===== config.mk =====
export PLATFORM = sky130hd
export DESIGN_NAME = offload_cc
export DESIGN_NICKNAME = d
export VERILOG_FILES = /design/src/offload_cc_pkg.sv /design/src/offload_cc.sv /design/src/shared_muldiv.sv /design/src/muldiv_result.sv /design/src/muldiv_execute.sv /design/src/muldiv_decode.sv /design/src/spill_register.sv
export VERILOG_INCLUDE_DIRS = /design/src /design/src/src
export SDC_FILE = /design/constraint.sdc
export NUM_CORES = 2
export LEC_CHECK = 0
export ABC_AREA = 1
export BUFFER_PORTS_ARGS = -buffer_cell sky130_fd_sc_hd__buf_4
export CAP_MARGIN = 5
export CORE_MARGIN = 8
export CORE_UTILIZATION = 40
export CTS_CLUSTER_DIAMETER = 40
export DETAILED_ROUTE_END_ITERATION = 8
export SYNTH_ARGS = -nofsm -noshare
export SYNTH_HDL_FRONTEND = slang
export SYNTH_HIERARCHICAL = 1
export SYNTH_SLANG_ARGS = --single-unit
export TNS_END_PERCENT = 5

===== constraint.sdc =====
create_clock -name clk_i -period 7.8 [get_ports clk_i]
set_input_delay 0.39 -clock clk_i [delete_from_list [all_inputs] [get_ports clk_i]]
set_output_delay 0.39 -clock clk_i [all_outputs]
set_load 0.03 [all_outputs]

===== src/offload_cc_cfg.svh =====
`ifndef OFFLOAD_CC_CFG_SVH
`define OFFLOAD_CC_CFG_SVH

// ------------------------------------------------------------------------
// Offload slice configuration
// ------------------------------------------------------------------------

// Operand and result width
`define CC_DATA_W 32

// Destination register tag, wide enough for 32 integer registers
`define CC_ID_W 5

// Spill register enables on the offload port
// 1 cuts the path with a two-entry register, 0 passes it straight through
`define CC_REG_REQ 1
`define CC_REG_RESP 1

`endif

===== src/offload_cc_pkg.sv =====
package offload_cc_pkg;

  `include "offload_cc_cfg.svh"

  // Widths with a meaning
  typedef logic [`CC_DATA_W-1:0] data_t;
  typedef logic [`CC_ID_W-1:0] id_t;

  // M-extension operations, codes 8 to 15 are illegal
  typedef enum logic [3:0] {
    OP_MUL    = 4'd0,
    OP_MULH   = 4'd1,
    OP_MULHSU = 4'd2,
    OP_MULHU  = 4'd3,
    OP_DIV    = 4'd4,
    OP_DIVU   = 4'd5,
    OP_REM    = 4'd6,
    OP_REMU   = 4'd7
  } muldiv_op_e;

  // Offload request from the core
  typedef struct packed {
    logic [3:0] op;
    id_t        id;
    data_t      arga;
    data_t      argb;
  } acc_req_t;

  // Offload response back to the core
  typedef struct packed {
    id_t   id;
    data_t data;
    logic  error;
  } acc_resp_t;

  // Decoded operation handed to the execute stage
  typedef struct packed {
    id_t   id;
    data_t arga;
    data_t argb;
    logic  is_div;
    logic  is_rem;
    logic  high_part;
    logic  signed_a;
    logic  signed_b;
    logic  illegal;
  } muldiv_dec_t;

endpackage


===== src/offload_cc.sv =====
`timescale 1ns/1ns
`include "offload_cc_cfg.svh"

module offload_cc import offload_cc_pkg::*; (
  input  logic      clk_i,
  input  logic      rst_i,
  // Offload request from the core
  input  acc_req_t  acc_qreq_i,
  input  logic      acc_qvalid_i,
  output logic      acc_qready_o,
  // Offload response to the core
  output acc_resp_t acc_presp_o,
  output logic      acc_pvalid_o,
  input  logic      acc_pready_i
);

  acc_req_t  acc_req_q;
  logic      acc_req_q_valid, acc_req_q_ready;
  acc_resp_t acc_resp_d;
  logic      acc_resp_d_valid, acc_resp_d_ready;

  // Cut the request path
  spill_register #(
    .T      ( acc_req_t      ),
    .Bypass ( !`CC_REG_REQ   )
  ) i_spill_register_acc_req (
    .clk_i   ( clk_i           ),
    .rst_i   ( rst_i           ),
    .valid_i ( acc_qvalid_i    ),
    .ready_o ( acc_qready_o    ),
    .data_i  ( acc_qreq_i      ),
    .valid_o ( acc_req_q_valid ),
    .ready_i ( acc_req_q_ready ),
    .data_o  ( acc_req_q       )
  );

  shared_muldiv i_shared_muldiv (
    .clk_i        ( clk_i            ),
    .rst_i        ( rst_i            ),
    .req_i        ( acc_req_q        ),
    .req_valid_i  ( acc_req_q_valid  ),
    .req_ready_o  ( acc_req_q_ready  ),
    .resp_o       ( acc_resp_d       ),
    .resp_valid_o ( acc_resp_d_valid ),
    .resp_ready_i ( acc_resp_d_ready )
  );

  // Cut the response path
  spill_register #(
    .T      ( acc_resp_t     ),
    .Bypass ( !`CC_REG_RESP  )
  ) i_spill_register_acc_resp (
    .clk_i   ( clk_i            ),
    .rst_i   ( rst_i            ),
    .valid_i ( acc_resp_d_valid ),
    .ready_o ( acc_resp_d_ready ),
    .data_i  ( acc_resp_d       ),
    .valid_o ( acc_pvalid_o     ),
    .ready_i ( acc_pready_i     ),
    .data_o  ( acc_presp_o      )
  );

endmodule


===== src/shared_muldiv.sv =====
`timescale 1ns/1ns

module shared_muldiv import offload_cc_pkg::*; (
  input  logic      clk_i,
  input  logic      rst_i,
  input  acc_req_t  req_i,
  input  logic      req_valid_i,
  output logic      req_ready_o,
  output acc_resp_t resp_o,
  output logic      resp_valid_o,
  input  logic      resp_ready_i
);

  muldiv_dec_t dec;
  logic        dec_valid, dec_ready;
  acc_resp_t   exe;
  logic        exe_valid, exe_ready;

  muldiv_decode i_decode (
    .clk_i       ( clk_i       ),
    .rst_i       ( rst_i       ),
    .req_i       ( req_i       ),
    .req_valid_i ( req_valid_i ),
    .req_ready_o ( req_ready_o ),
    .dec_o       ( dec         ),
    .dec_valid_o ( dec_valid   ),
    .dec_ready_i ( dec_ready   )
  );

  // One operation at a time, divisions stall the decode stage
  muldiv_execute i_execute (
    .clk_i        ( clk_i     ),
    .rst_i        ( rst_i     ),
    .dec_i        ( dec       ),
    .dec_valid_i  ( dec_valid ),
    .dec_ready_o  ( dec_ready ),
    .resp_o       ( exe       ),
    .resp_valid_o ( exe_valid ),
    .resp_ready_i ( exe_ready )
  );

  muldiv_result i_result (
    .clk_i        ( clk_i        ),
    .rst_i        ( rst_i        ),
    .resp_i       ( exe          ),
    .resp_valid_i ( exe_valid    ),
    .resp_ready_o ( exe_ready    ),
    .resp_o       ( resp_o       ),
    .resp_valid_o ( resp_valid_o ),
    .resp_ready_i ( resp_ready_i )
  );

endmodule


===== src/muldiv_result.sv =====
`timescale 1ns/1ns

module muldiv_result import offload_cc_pkg::*; (
  input  logic      clk_i,
  input  logic      rst_i,
  input  acc_resp_t resp_i,
  input  logic      resp_valid_i,
  output logic      resp_ready_o,
  output acc_resp_t resp_o,
  output logic      resp_valid_o,
  input  logic      resp_ready_i
);

  logic load;

  // ------------------------------------------------------------------------
  // Output register
  // ------------------------------------------------------------------------

  // Free when empty or when the held response leaves this cycle
  assign resp_ready_o = !resp_valid_o || resp_ready_i;
  assign load         = resp_valid_i && resp_ready_o;

  always_ff @(posedge clk_i) begin
    if (rst_i) begin
      resp_valid_o <= 1'b0;
    end else if (load) begin
      resp_valid_o <= 1'b1;
    end else if (resp_ready_i) begin
      resp_valid_o <= 1'b0;
    end
  end

  always_ff @(posedge clk_i) begin
    if (load) begin
      resp_o <= resp_i;
    end
  end

  // Consumer side sees a held response until it takes it
  assert property (@(posedge clk_i) disable iff (rst_i)
    resp_valid_o && !resp_ready_i |=> resp_valid_o && $stable(resp_o));

endmodule


===== src/muldiv_execute.sv =====
`timescale 1ns/1ns
`include "offload_cc_cfg.svh"

module muldiv_execute import offload_cc_pkg::*; (
  input  logic        clk_i,
  input  logic        rst_i,
  input  muldiv_dec_t dec_i,
  input  logic        dec_valid_i,
  output logic        dec_ready_o,
  output acc_resp_t   resp_o,
  output logic        resp_valid_o,
  input  logic        resp_ready_i
);

  localparam int DataW = `CC_DATA_W;
  localparam int CntW  = $clog2(DataW + 1);

  typedef enum logic [1:0] {IDLE, DIVIDE, DONE} exe_state_e;

  exe_state_e      state_q;
  logic [CntW-1:0] cnt_q;
  logic            accept;

  // Multiplier
  logic signed [DataW:0]     mul_a, mul_b;
  logic signed [2*DataW+1:0] product;
  data_t                     mul_result;

  // Divider, operation held for the whole iteration
  muldiv_dec_t    div_op_q;
  data_t          quo_q, rem_q, dvs_q;
  logic [DataW:0] rem_shift, rem_diff;
  data_t          quo_next, rem_next;
  logic           neg_a, neg_b, div_zero, div_ovf;
  data_t          quo_fixed, rem_fixed, div_result;

  assign dec_ready_o  = (state_q == IDLE) || (state_q == DONE && resp_ready_i);
  assign accept       = dec_valid_i && dec_ready_o;
  assign resp_valid_o = (state_q == DONE);

  // ------------------------------------------------------------------------
  // Single-cycle multiplier
  // ------------------------------------------------------------------------
  assign mul_a      = {dec_i.signed_a && dec_i.arga[DataW-1], dec_i.arga};
  assign mul_b      = {dec_i.signed_b && dec_i.argb[DataW-1], dec_i.argb};
  assign product    = mul_a * mul_b;
  assign mul_result = dec_i.high_part ? product[2*DataW-1:DataW] : product[DataW-1:0];

  // ------------------------------------------------------------------------
  // Restoring divider step and sign fix
  // ------------------------------------------------------------------------
  assign neg_a = div_op_q.signed_a && div_op_q.arga[DataW-1];
  assign neg_b = div_op_q.signed_b && div_op_q.argb[DataW-1];

  assign rem_shift = {rem_q, quo_q[DataW-1]};
  assign rem_diff  = rem_shift - {1'b0, dvs_q};
  // Top bit set means the subtraction went negative, so restore
  assign quo_next  = {quo_q[DataW-2:0], !rem_diff[DataW]};
  assign rem_next  = rem_diff[DataW] ? rem_shift[DataW-1:0] : rem_diff[DataW-1:0];

  assign quo_fixed = (neg_a ^ neg_b) ? -quo_next : quo_next;
  assign rem_fixed = neg_a ? -rem_next : rem_next;

  assign div_zero = (div_op_q.argb == '0);
  assign div_ovf  = div_op_q.signed_a && (div_op_q.arga == {1'b1, {(DataW-1){1'b0}}})
                    && (div_op_q.argb == '1);

  always_comb begin
    if (div_zero) begin
      div_result = div_op_q.is_rem ? div_op_q.arga : '1;
    end else if (div_ovf) begin
      div_result = div_op_q.is_rem ? '0 : div_op_q.arga;
    end else begin
      div_result = div_op_q.is_rem ? rem_fixed : quo_fixed;
    end
  end

  // ------------------------------------------------------------------------
  // Control FSM
  // ------------------------------------------------------------------------
  always_ff @(posedge clk_i) begin
    if (rst_i) begin
      state_q <= IDLE;
      cnt_q   <= '0;
    end else begin
      case (state_q)
        IDLE, DONE: begin
          if (accept) begin
            state_q <= dec_i.is_div ? DIVIDE : DONE;
            cnt_q   <= '0;
          end else if (state_q == DONE && resp_ready_i) begin
            state_q <= IDLE;
          end
        end
        // Count 0 is the setup cycle, counts 1 to DataW are the steps
        DIVIDE: begin
          if (cnt_q == CntW'(DataW)) begin
            state_q <= DONE;
            cnt_q   <= '0;
          end else begin
            cnt_q <= cnt_q + 1'b1;
          end
        end
        default: state_q <= IDLE;
      endcase
    end
  end

  // Datapath registers
  always_ff @(posedge clk_i) begin
    if (accept) begin
      div_op_q      <= dec_i;
      resp_o.id     <= dec_i.id;
      resp_o.error  <= dec_i.illegal;
      resp_o.data   <= dec_i.illegal ? '0 : mul_result;
    end
    if (state_q == DIVIDE) begin
      if (cnt_q == '0) begin
        quo_q <= neg_a ? -div_op_q.arga : div_op_q.arga;
        dvs_q <= neg_b ? -div_op_q.argb : div_op_q.argb;
        rem_q <= '0;
      end else begin
        quo_q <= quo_next;
        rem_q <= rem_next;
      end
      if (cnt_q == CntW'(DataW)) begin
        resp_o.data <= div_result;
      end
    end
  end

  assert property (@(posedge clk_i) disable iff (rst_i) cnt_q <= CntW'(DataW));

endmodule


===== src/muldiv_decode.sv =====
`timescale 1ns/1ns

module muldiv_decode import offload_cc_pkg::*; (
  input  logic        clk_i,
  input  logic        rst_i,
  input  acc_req_t    req_i,
  input  logic        req_valid_i,
  output logic        req_ready_o,
  output muldiv_dec_t dec_o,
  output logic        dec_valid_o,
  input  logic        dec_ready_i
);

  muldiv_op_e  op;
  muldiv_dec_t dec_d;

  assign op = muldiv_op_e'(req_i.op);

  // ------------------------------------------------------------------------
  // Operation classification
  // ------------------------------------------------------------------------
  always_comb begin
    dec_d      = '0;
    dec_d.id   = req_i.id;
    dec_d.arga = req_i.arga;
    dec_d.argb = req_i.argb;
    case (op)
      OP_MUL: begin
        dec_d.high_part = 1'b0;
      end
      OP_MULH: begin
        dec_d.high_part = 1'b1;
        dec_d.signed_a  = 1'b1;
        dec_d.signed_b  = 1'b1;
      end
      OP_MULHSU: begin
        dec_d.high_part = 1'b1;
        dec_d.signed_a  = 1'b1;
      end
      OP_MULHU: begin
        dec_d.high_part = 1'b1;
      end
      // Remainders run through the divider too
      OP_DIV, OP_REM: begin
        dec_d.is_div   = 1'b1;
        dec_d.is_rem   = (op == OP_REM);
        dec_d.signed_a = 1'b1;
        dec_d.signed_b = 1'b1;
      end
      OP_DIVU, OP_REMU: begin
        dec_d.is_div = 1'b1;
        dec_d.is_rem = (op == OP_REMU);
      end
      default: begin
        dec_d.illegal = 1'b1;
      end
    endcase
  end

  // ------------------------------------------------------------------------
  // Pipeline register
  // ------------------------------------------------------------------------
  assign req_ready_o = !dec_valid_o || dec_ready_i;

  always_ff @(posedge clk_i) begin
    if (rst_i) begin
      dec_valid_o <= 1'b0;
    end else if (req_ready_o) begin
      dec_valid_o <= req_valid_i;
    end
  end

  always_ff @(posedge clk_i) begin
    if (req_valid_i && req_ready_o) begin
      dec_o <= dec_d;
    end
  end

endmodule


===== src/spill_register.sv =====
`timescale 1ns/1ns

module spill_register #(
  parameter type T      = logic,
  parameter bit  Bypass = 1'b0
) (
  input  logic clk_i,
  input  logic rst_i,
  input  logic valid_i,
  output logic ready_o,
  input  T     data_i,
  output logic valid_o,
  input  logic ready_i,
  output T     data_o
);

  if (Bypass) begin : gen_bypass
    assign valid_o = valid_i;
    assign ready_o = ready_i;
    assign data_o  = data_i;
  end else begin : gen_spill
    // Slot a takes every input, slot b only catches a stalled item
    logic a_full_q, b_full_q;
    T     a_data_q, b_data_q;
    logic a_fill, a_drain;
    logic b_fill, b_drain;

    assign a_fill  = valid_i && ready_o;
    // Slot a empties each cycle, to the output or into slot b
    assign a_drain = a_full_q && !b_full_q;
    assign b_fill  = a_drain && !ready_i;
    assign b_drain = b_full_q && ready_i;

    always_ff @(posedge clk_i) begin
      if (rst_i) begin
        a_full_q <= 1'b0;
        b_full_q <= 1'b0;
      end else begin
        if (a_fill || a_drain) begin
          a_full_q <= a_fill;
        end
        if (b_fill || b_drain) begin
          b_full_q <= b_fill;
        end
      end
    end

    always_ff @(posedge clk_i) begin
      if (a_fill) begin
        a_data_q <= data_i;
      end
      if (b_fill) begin
        b_data_q <= a_data_q;
      end
    end

    // Ready comes from registered state only
    assign ready_o = !a_full_q || !b_full_q;
    assign valid_o = a_full_q || b_full_q;
    // Slot b holds the older item whenever it is full
    assign data_o  = b_full_q ? b_data_q : a_data_q;

    // A stalled output keeps its payload
    assert property (@(posedge clk_i) disable iff (rst_i)
      valid_o && !ready_i |=> valid_o && $stable(data_o));
  end

endmodule


==> results.txt <==
----------------------------------------------------
[Worst setup path]
  CP most frequent cell ... sky130_fd_sc_hd__fa_1
  Largest stage delay, worst path ... around 630 ps
  Worst Path Required ... ~8300 ps
  Slowest CP cell ... sky130_fd_sc_hd__fa_1
  Maximum fanout count along the critical path ... 15
  Start-to-end type of the worst setup path ... reg -> reg
  Startpoint type of the worst setup path ... flip-flop
  Endpoint kind of the worst setup timing path ... flip-flop
  Data arrival time of the critical path ... 8190 ps
  Crit path buffers/inverters ... 9
  CP top delay family ... adder cells

[Route]
  Antenna viol nets, final ... 0
  Iteration count of the initial detailed-routing pass ... 6
  Routed len/inst ... between 20 and 25 um
  Via count ... around 52,000
  DRT iter0 DRCs ... about 4,500
  Final routed wirelength across all metal layers ... around 210,000 um
  Remaining routing DRC violations ... 0
  Via density per instance ... about 5

[Finish]
  Seq. cell area ... approximately 16,000 um^2
  Final cell count without fillers ... 10,331
  Layout-stage area growth over the synthesis result ... 15.4%
  Core Util, Final ... 46.4%
  Share of final-layout standard cells stronger than drive strength 1 ... approximately 10%
  Filler Cells Inserted ... 15,852
  Net count of the finished layout ... between 9,000 and 10,000
  Area taken by multi-input logic gates ... approximately 42,000 um^2

[Logic synthesis]
  Post-synthesis cell type count ... a little over 60
  Synthesized netlist net count ... between 9,000 and 10,000
  Number of instances in the synthesized netlist ... roughly 7,800
  Mean Syn Cell Area ... between 8 and 9 um^2
  Number of synthesized flops with an enable pin ... 504
  Number of flip-flops and latches in the synthesized netlist ... between 500 and 600
  Portion of the post-synthesis area used by sequential elements ... between 20% and 30%
  Async SR Flop Fraction ... 0%
  Total of warnings raised by yosys ... 6
  Top_reg_cell synth ... sky130_fd_sc_hd__edfxtp_1
  Netlist area before placement ... roughly 66,000 um^2

[Timing]
  Ratio of final minimum period to clock period ... between 90 and 100%
  Count of final hold-check violations ... 0
  Minimum period implied by the final worst setup slack ... ~7700 ps
  Number of setup violations in the final report ... 0
  Fin Clk Skew ... around 93 ps
  Tightest slew margin relative to the limit ... 25.7%
  Maximum clock rate ... between 0.1 and 0.15 GHz
  RSZ-0062 raised after global routing ... true
  Final slew viol count ... 0
  Measured slew at the worst slew-check pin ... approximately 1100 ps

[GRT]
  Met1 track demand over resource in global routing ... 31.7%
  Largest net degree at the start of global routing ... 78
  Global Route met3 Usage ... between 4 and 5%
  Global Route met2 Usage ... 37.6%
  Layer with the highest usage after global routing ... met2
  Number of antenna violations at the first check in global routing ... 12
  Vias in the first global route ... 54,766
  Combined global-route utilization of all metal layers ... around 23%
  Total gr overflow ... 0
  First-pass GRT wire length ... approximately 320,000 um

[Clock network]
  Buffer cell driving the clock tree root ... sky130_fd_sc_hd__clkbuf_16
  H-tree level count ... 3
  Clock transition at path regs ... 60 ps
  TritonCTS clock tree ... yes
  Number of clock sinks ... 550
  Max clock buf depth ... 3
  Clock Latency Late Sink ... 720 ps
  Cts bufs inserted ... between 80 and 90

[Die]
  Height of the die ... roughly 420 um
  I/O pin count ... 117
  Die area ... roughly 180,000 um^2
  Die W ... roughly 420 um
  Number of rows in the core area ... between 100 and 150
  Area of the core region ... roughly 160,000 um^2
  Initial Util ... between 40% and 50%

[Placement]
  Post-placement cell count ... 10,070
  HPWL reported at the end of detailed placement ... about 170,000 um
  Last weighted congestion value of the routability-driven placer ... around 0.97
  Number of buffers added on ports ... about 120

[Run]
  Max cap viols ... 0

[Run status]
  Outcome ... complete, no violations

[Min path]
  Worst hold path type ... in -> reg

----------------------------------------------------
[cell type report]
| type | count | share of cell area (%) |
|---|---|---|
| multi-input combinational | 4932 | 54.8 |
| sequential | 550 | 21.0 |
| inverter | 1938 | 9.52 |
| timing repair buffer | 558 | 7.04 |
| tap | 2189 | 3.58 |
| clock buffer | 98 | 2.91 |
| clock inverter | 65 | 1.15 |
| antenna | 1 | 0.00327 |
[path summary, 6_finish.rpt]
path | startpoint | to | slack (ps) | cells past startpoint
max reg2reg | i_shared_muldiv/i_decode/dec_o[62]$_DFFE_PP_ | i_shared_muldiv/i_execute/resp_o[27]$_DFF_P_ | 150 | 30
min reg2reg | i_shared_muldiv/i_result/resp_o[29]$_DFFE_PP_ | i_spill_register_acc_resp/gen_spill.a_data_q[29]$_DFFE_PP_ | 410 | 0
max | i_shared_muldiv/i_decode/dec_o[62]$_DFFE_PP_ | i_shared_muldiv/i_execute/resp_o[27]$_DFF_P_ | 150 | 30
min | acc_qreq_i[40] | i_spill_register_acc_req/gen_spill.a_data_q[40]$_DFFE_PP_ | 400 | 2
[what timing repair did]
| action | 4_1_cts | 5_1_grt |
|---|---|---|
| hold buffers | 76 | 0 |
| setup buffers | 0 | 17 |
| gates resized for setup | 10 | 130 |
| hold endpoints to repair | 86 | 0 |
| setup endpoints to repair | 11 | 31 |
| pin swaps | 1 | 25 |
| cloned | 0 | 4 |
[placed cells by master (no fill, tap or decap), types with 42 or more instances in the layout]
master and instances:
sky130_fd_sc_hd__nand2_1 2094, sky130_fd_sc_hd__inv_1 1919, sky130_fd_sc_hd__fa_1 1117, sky130_fd_sc_hd__edfxtp_1 504, sky130_fd_sc_hd__buf_4 393, sky130_fd_sc_hd__nor2_1 378
sky130_fd_sc_hd__ha_1 243, sky130_fd_sc_hd__a21oi_1 189, sky130_fd_sc_hd__o21ai_0 187, sky130_fd_sc_hd__nand3_1 153, sky130_fd_sc_hd__clkbuf_16 91, sky130_fd_sc_hd__dlygate4sd3_1 76
sky130_fd_sc_hd__xor2_1 70, sky130_fd_sc_hd__buf_12 67, sky130_fd_sc_hd__nor3_1 53, sky130_fd_sc_hd__dfxtp_1 45, sky130_fd_sc_hd__nand4_1 42
[stage by stage]
step	worst slack (ps)	hold WS, ps	area, um^2	TNS [ps]
after CTS	5.87	342	75700	0
after global routing	-126	389	76500	-1060
final	145	403	76500	0
after detailed placement	-125	405	71800	-297
after floorplan	3.27	400	66300	0
after global placement	-11.6	404	71800	-17.6
[cell families after synthesis]
kind of cell               after synthesis  share of synthesized area, %
buffers and inverters                 2293                          13.2
and+or+nand+nor                       2892                          17.7
AOI/OAI and AO/OA                      558                          4.73
adders and majority gates             1377                          38.8
xor gates and xnor gates               105                          1.39
DFF                                    550                          24.2
[cell usage after synthesis (9+ instances only)]
master,n,area (um^2)
sky130_fd_sc_hd__nand2_4,9,101
sky130_fd_sc_hd__fa_1,1126,22500
sky130_fd_sc_hd__or2_2,16,100
sky130_fd_sc_hd__nor3_1,57,285
sky130_fd_sc_hd__o21bai_1,11,82.6
sky130_fd_sc_hd__nand3_1,158,791
sky130_fd_sc_hd__inv_1,1927,7230
sky130_fd_sc_hd__buf_2,17,85.1
sky130_fd_sc_hd__nand2_2,29,181
sky130_fd_sc_hd__xor2_1,72,631
sky130_fd_sc_hd__dfxtp_1,46,921
sky130_fd_sc_hd__edfxtp_1,504,15100
sky130_fd_sc_hd__nor2_2,13,81.3
sky130_fd_sc_hd__nand3b_1,19,143
sky130_fd_sc_hd__ha_1,251,3140
sky130_fd_sc_hd__nor2_1,395,1480
sky130_fd_sc_hd__nor4_1,22,138
sky130_fd_sc_hd__o21ai_0,204,1020
sky130_fd_sc_hd__xnor2_1,33,289
sky130_fd_sc_hd__a21o_1,19,143
sky130_fd_sc_hd__a31oi_1,34,213
sky130_fd_sc_hd__a21oi_1,214,1070
sky130_fd_sc_hd__buf_1,9,33.8
sky130_fd_sc_hd__clkbuf_1,308,1160
sky130_fd_sc_hd__nand2_1,2103,7890
sky130_fd_sc_hd__buf_6,13,146
sky130_fd_sc_hd__o211ai_1,12,90.1
sky130_fd_sc_hd__nand4_1,42,263
[state kept, by name, summed over array words and instances, names as in the netlist]
register	flops
i_shared_muldiv/i_execute/resp_o	38
i_spill_register_acc_req/gen_spill.a_full_q	1
i_shared_muldiv/i_execute/dvs_q	32
i_spill_register_acc_req/gen_spill.b_full_q	1
i_shared_muldiv/i_execute/div_op_q	67
i_shared_muldiv/i_execute/rem_q	32
i_spill_register_acc_req/gen_spill.b_data_q	73
i_spill_register_acc_resp/gen_spill.a_data_q	38
i_spill_register_acc_resp/gen_spill.b_data_q	38
i_shared_muldiv/i_decode/dec_o	75
i_spill_register_acc_resp/gen_spill.b_full_q	1
i_shared_muldiv/i_decode/dec_valid_o	1
i_shared_muldiv/i_execute/state_q	2
i_shared_muldiv/i_execute/quo_q	32
i_shared_muldiv/i_execute/cnt_q	6
i_shared_muldiv/i_result/resp_o	38
i_spill_register_acc_resp/gen_spill.a_full_q	1
i_shared_muldiv/i_result/resp_valid_o	1
i_spill_register_acc_req/gen_spill.a_data_q	73
[layer usage]
metal  wire, um  part of all wire, %
met1      89100                   43
met2      95700                   46
met3      16500                  7.9
met4       7080                  3.4
met5         83                0.040
Power is left out: the tool's default activity adds up to more than one toggle a clock period on the data nets, which glitch-free logic cannot reach.
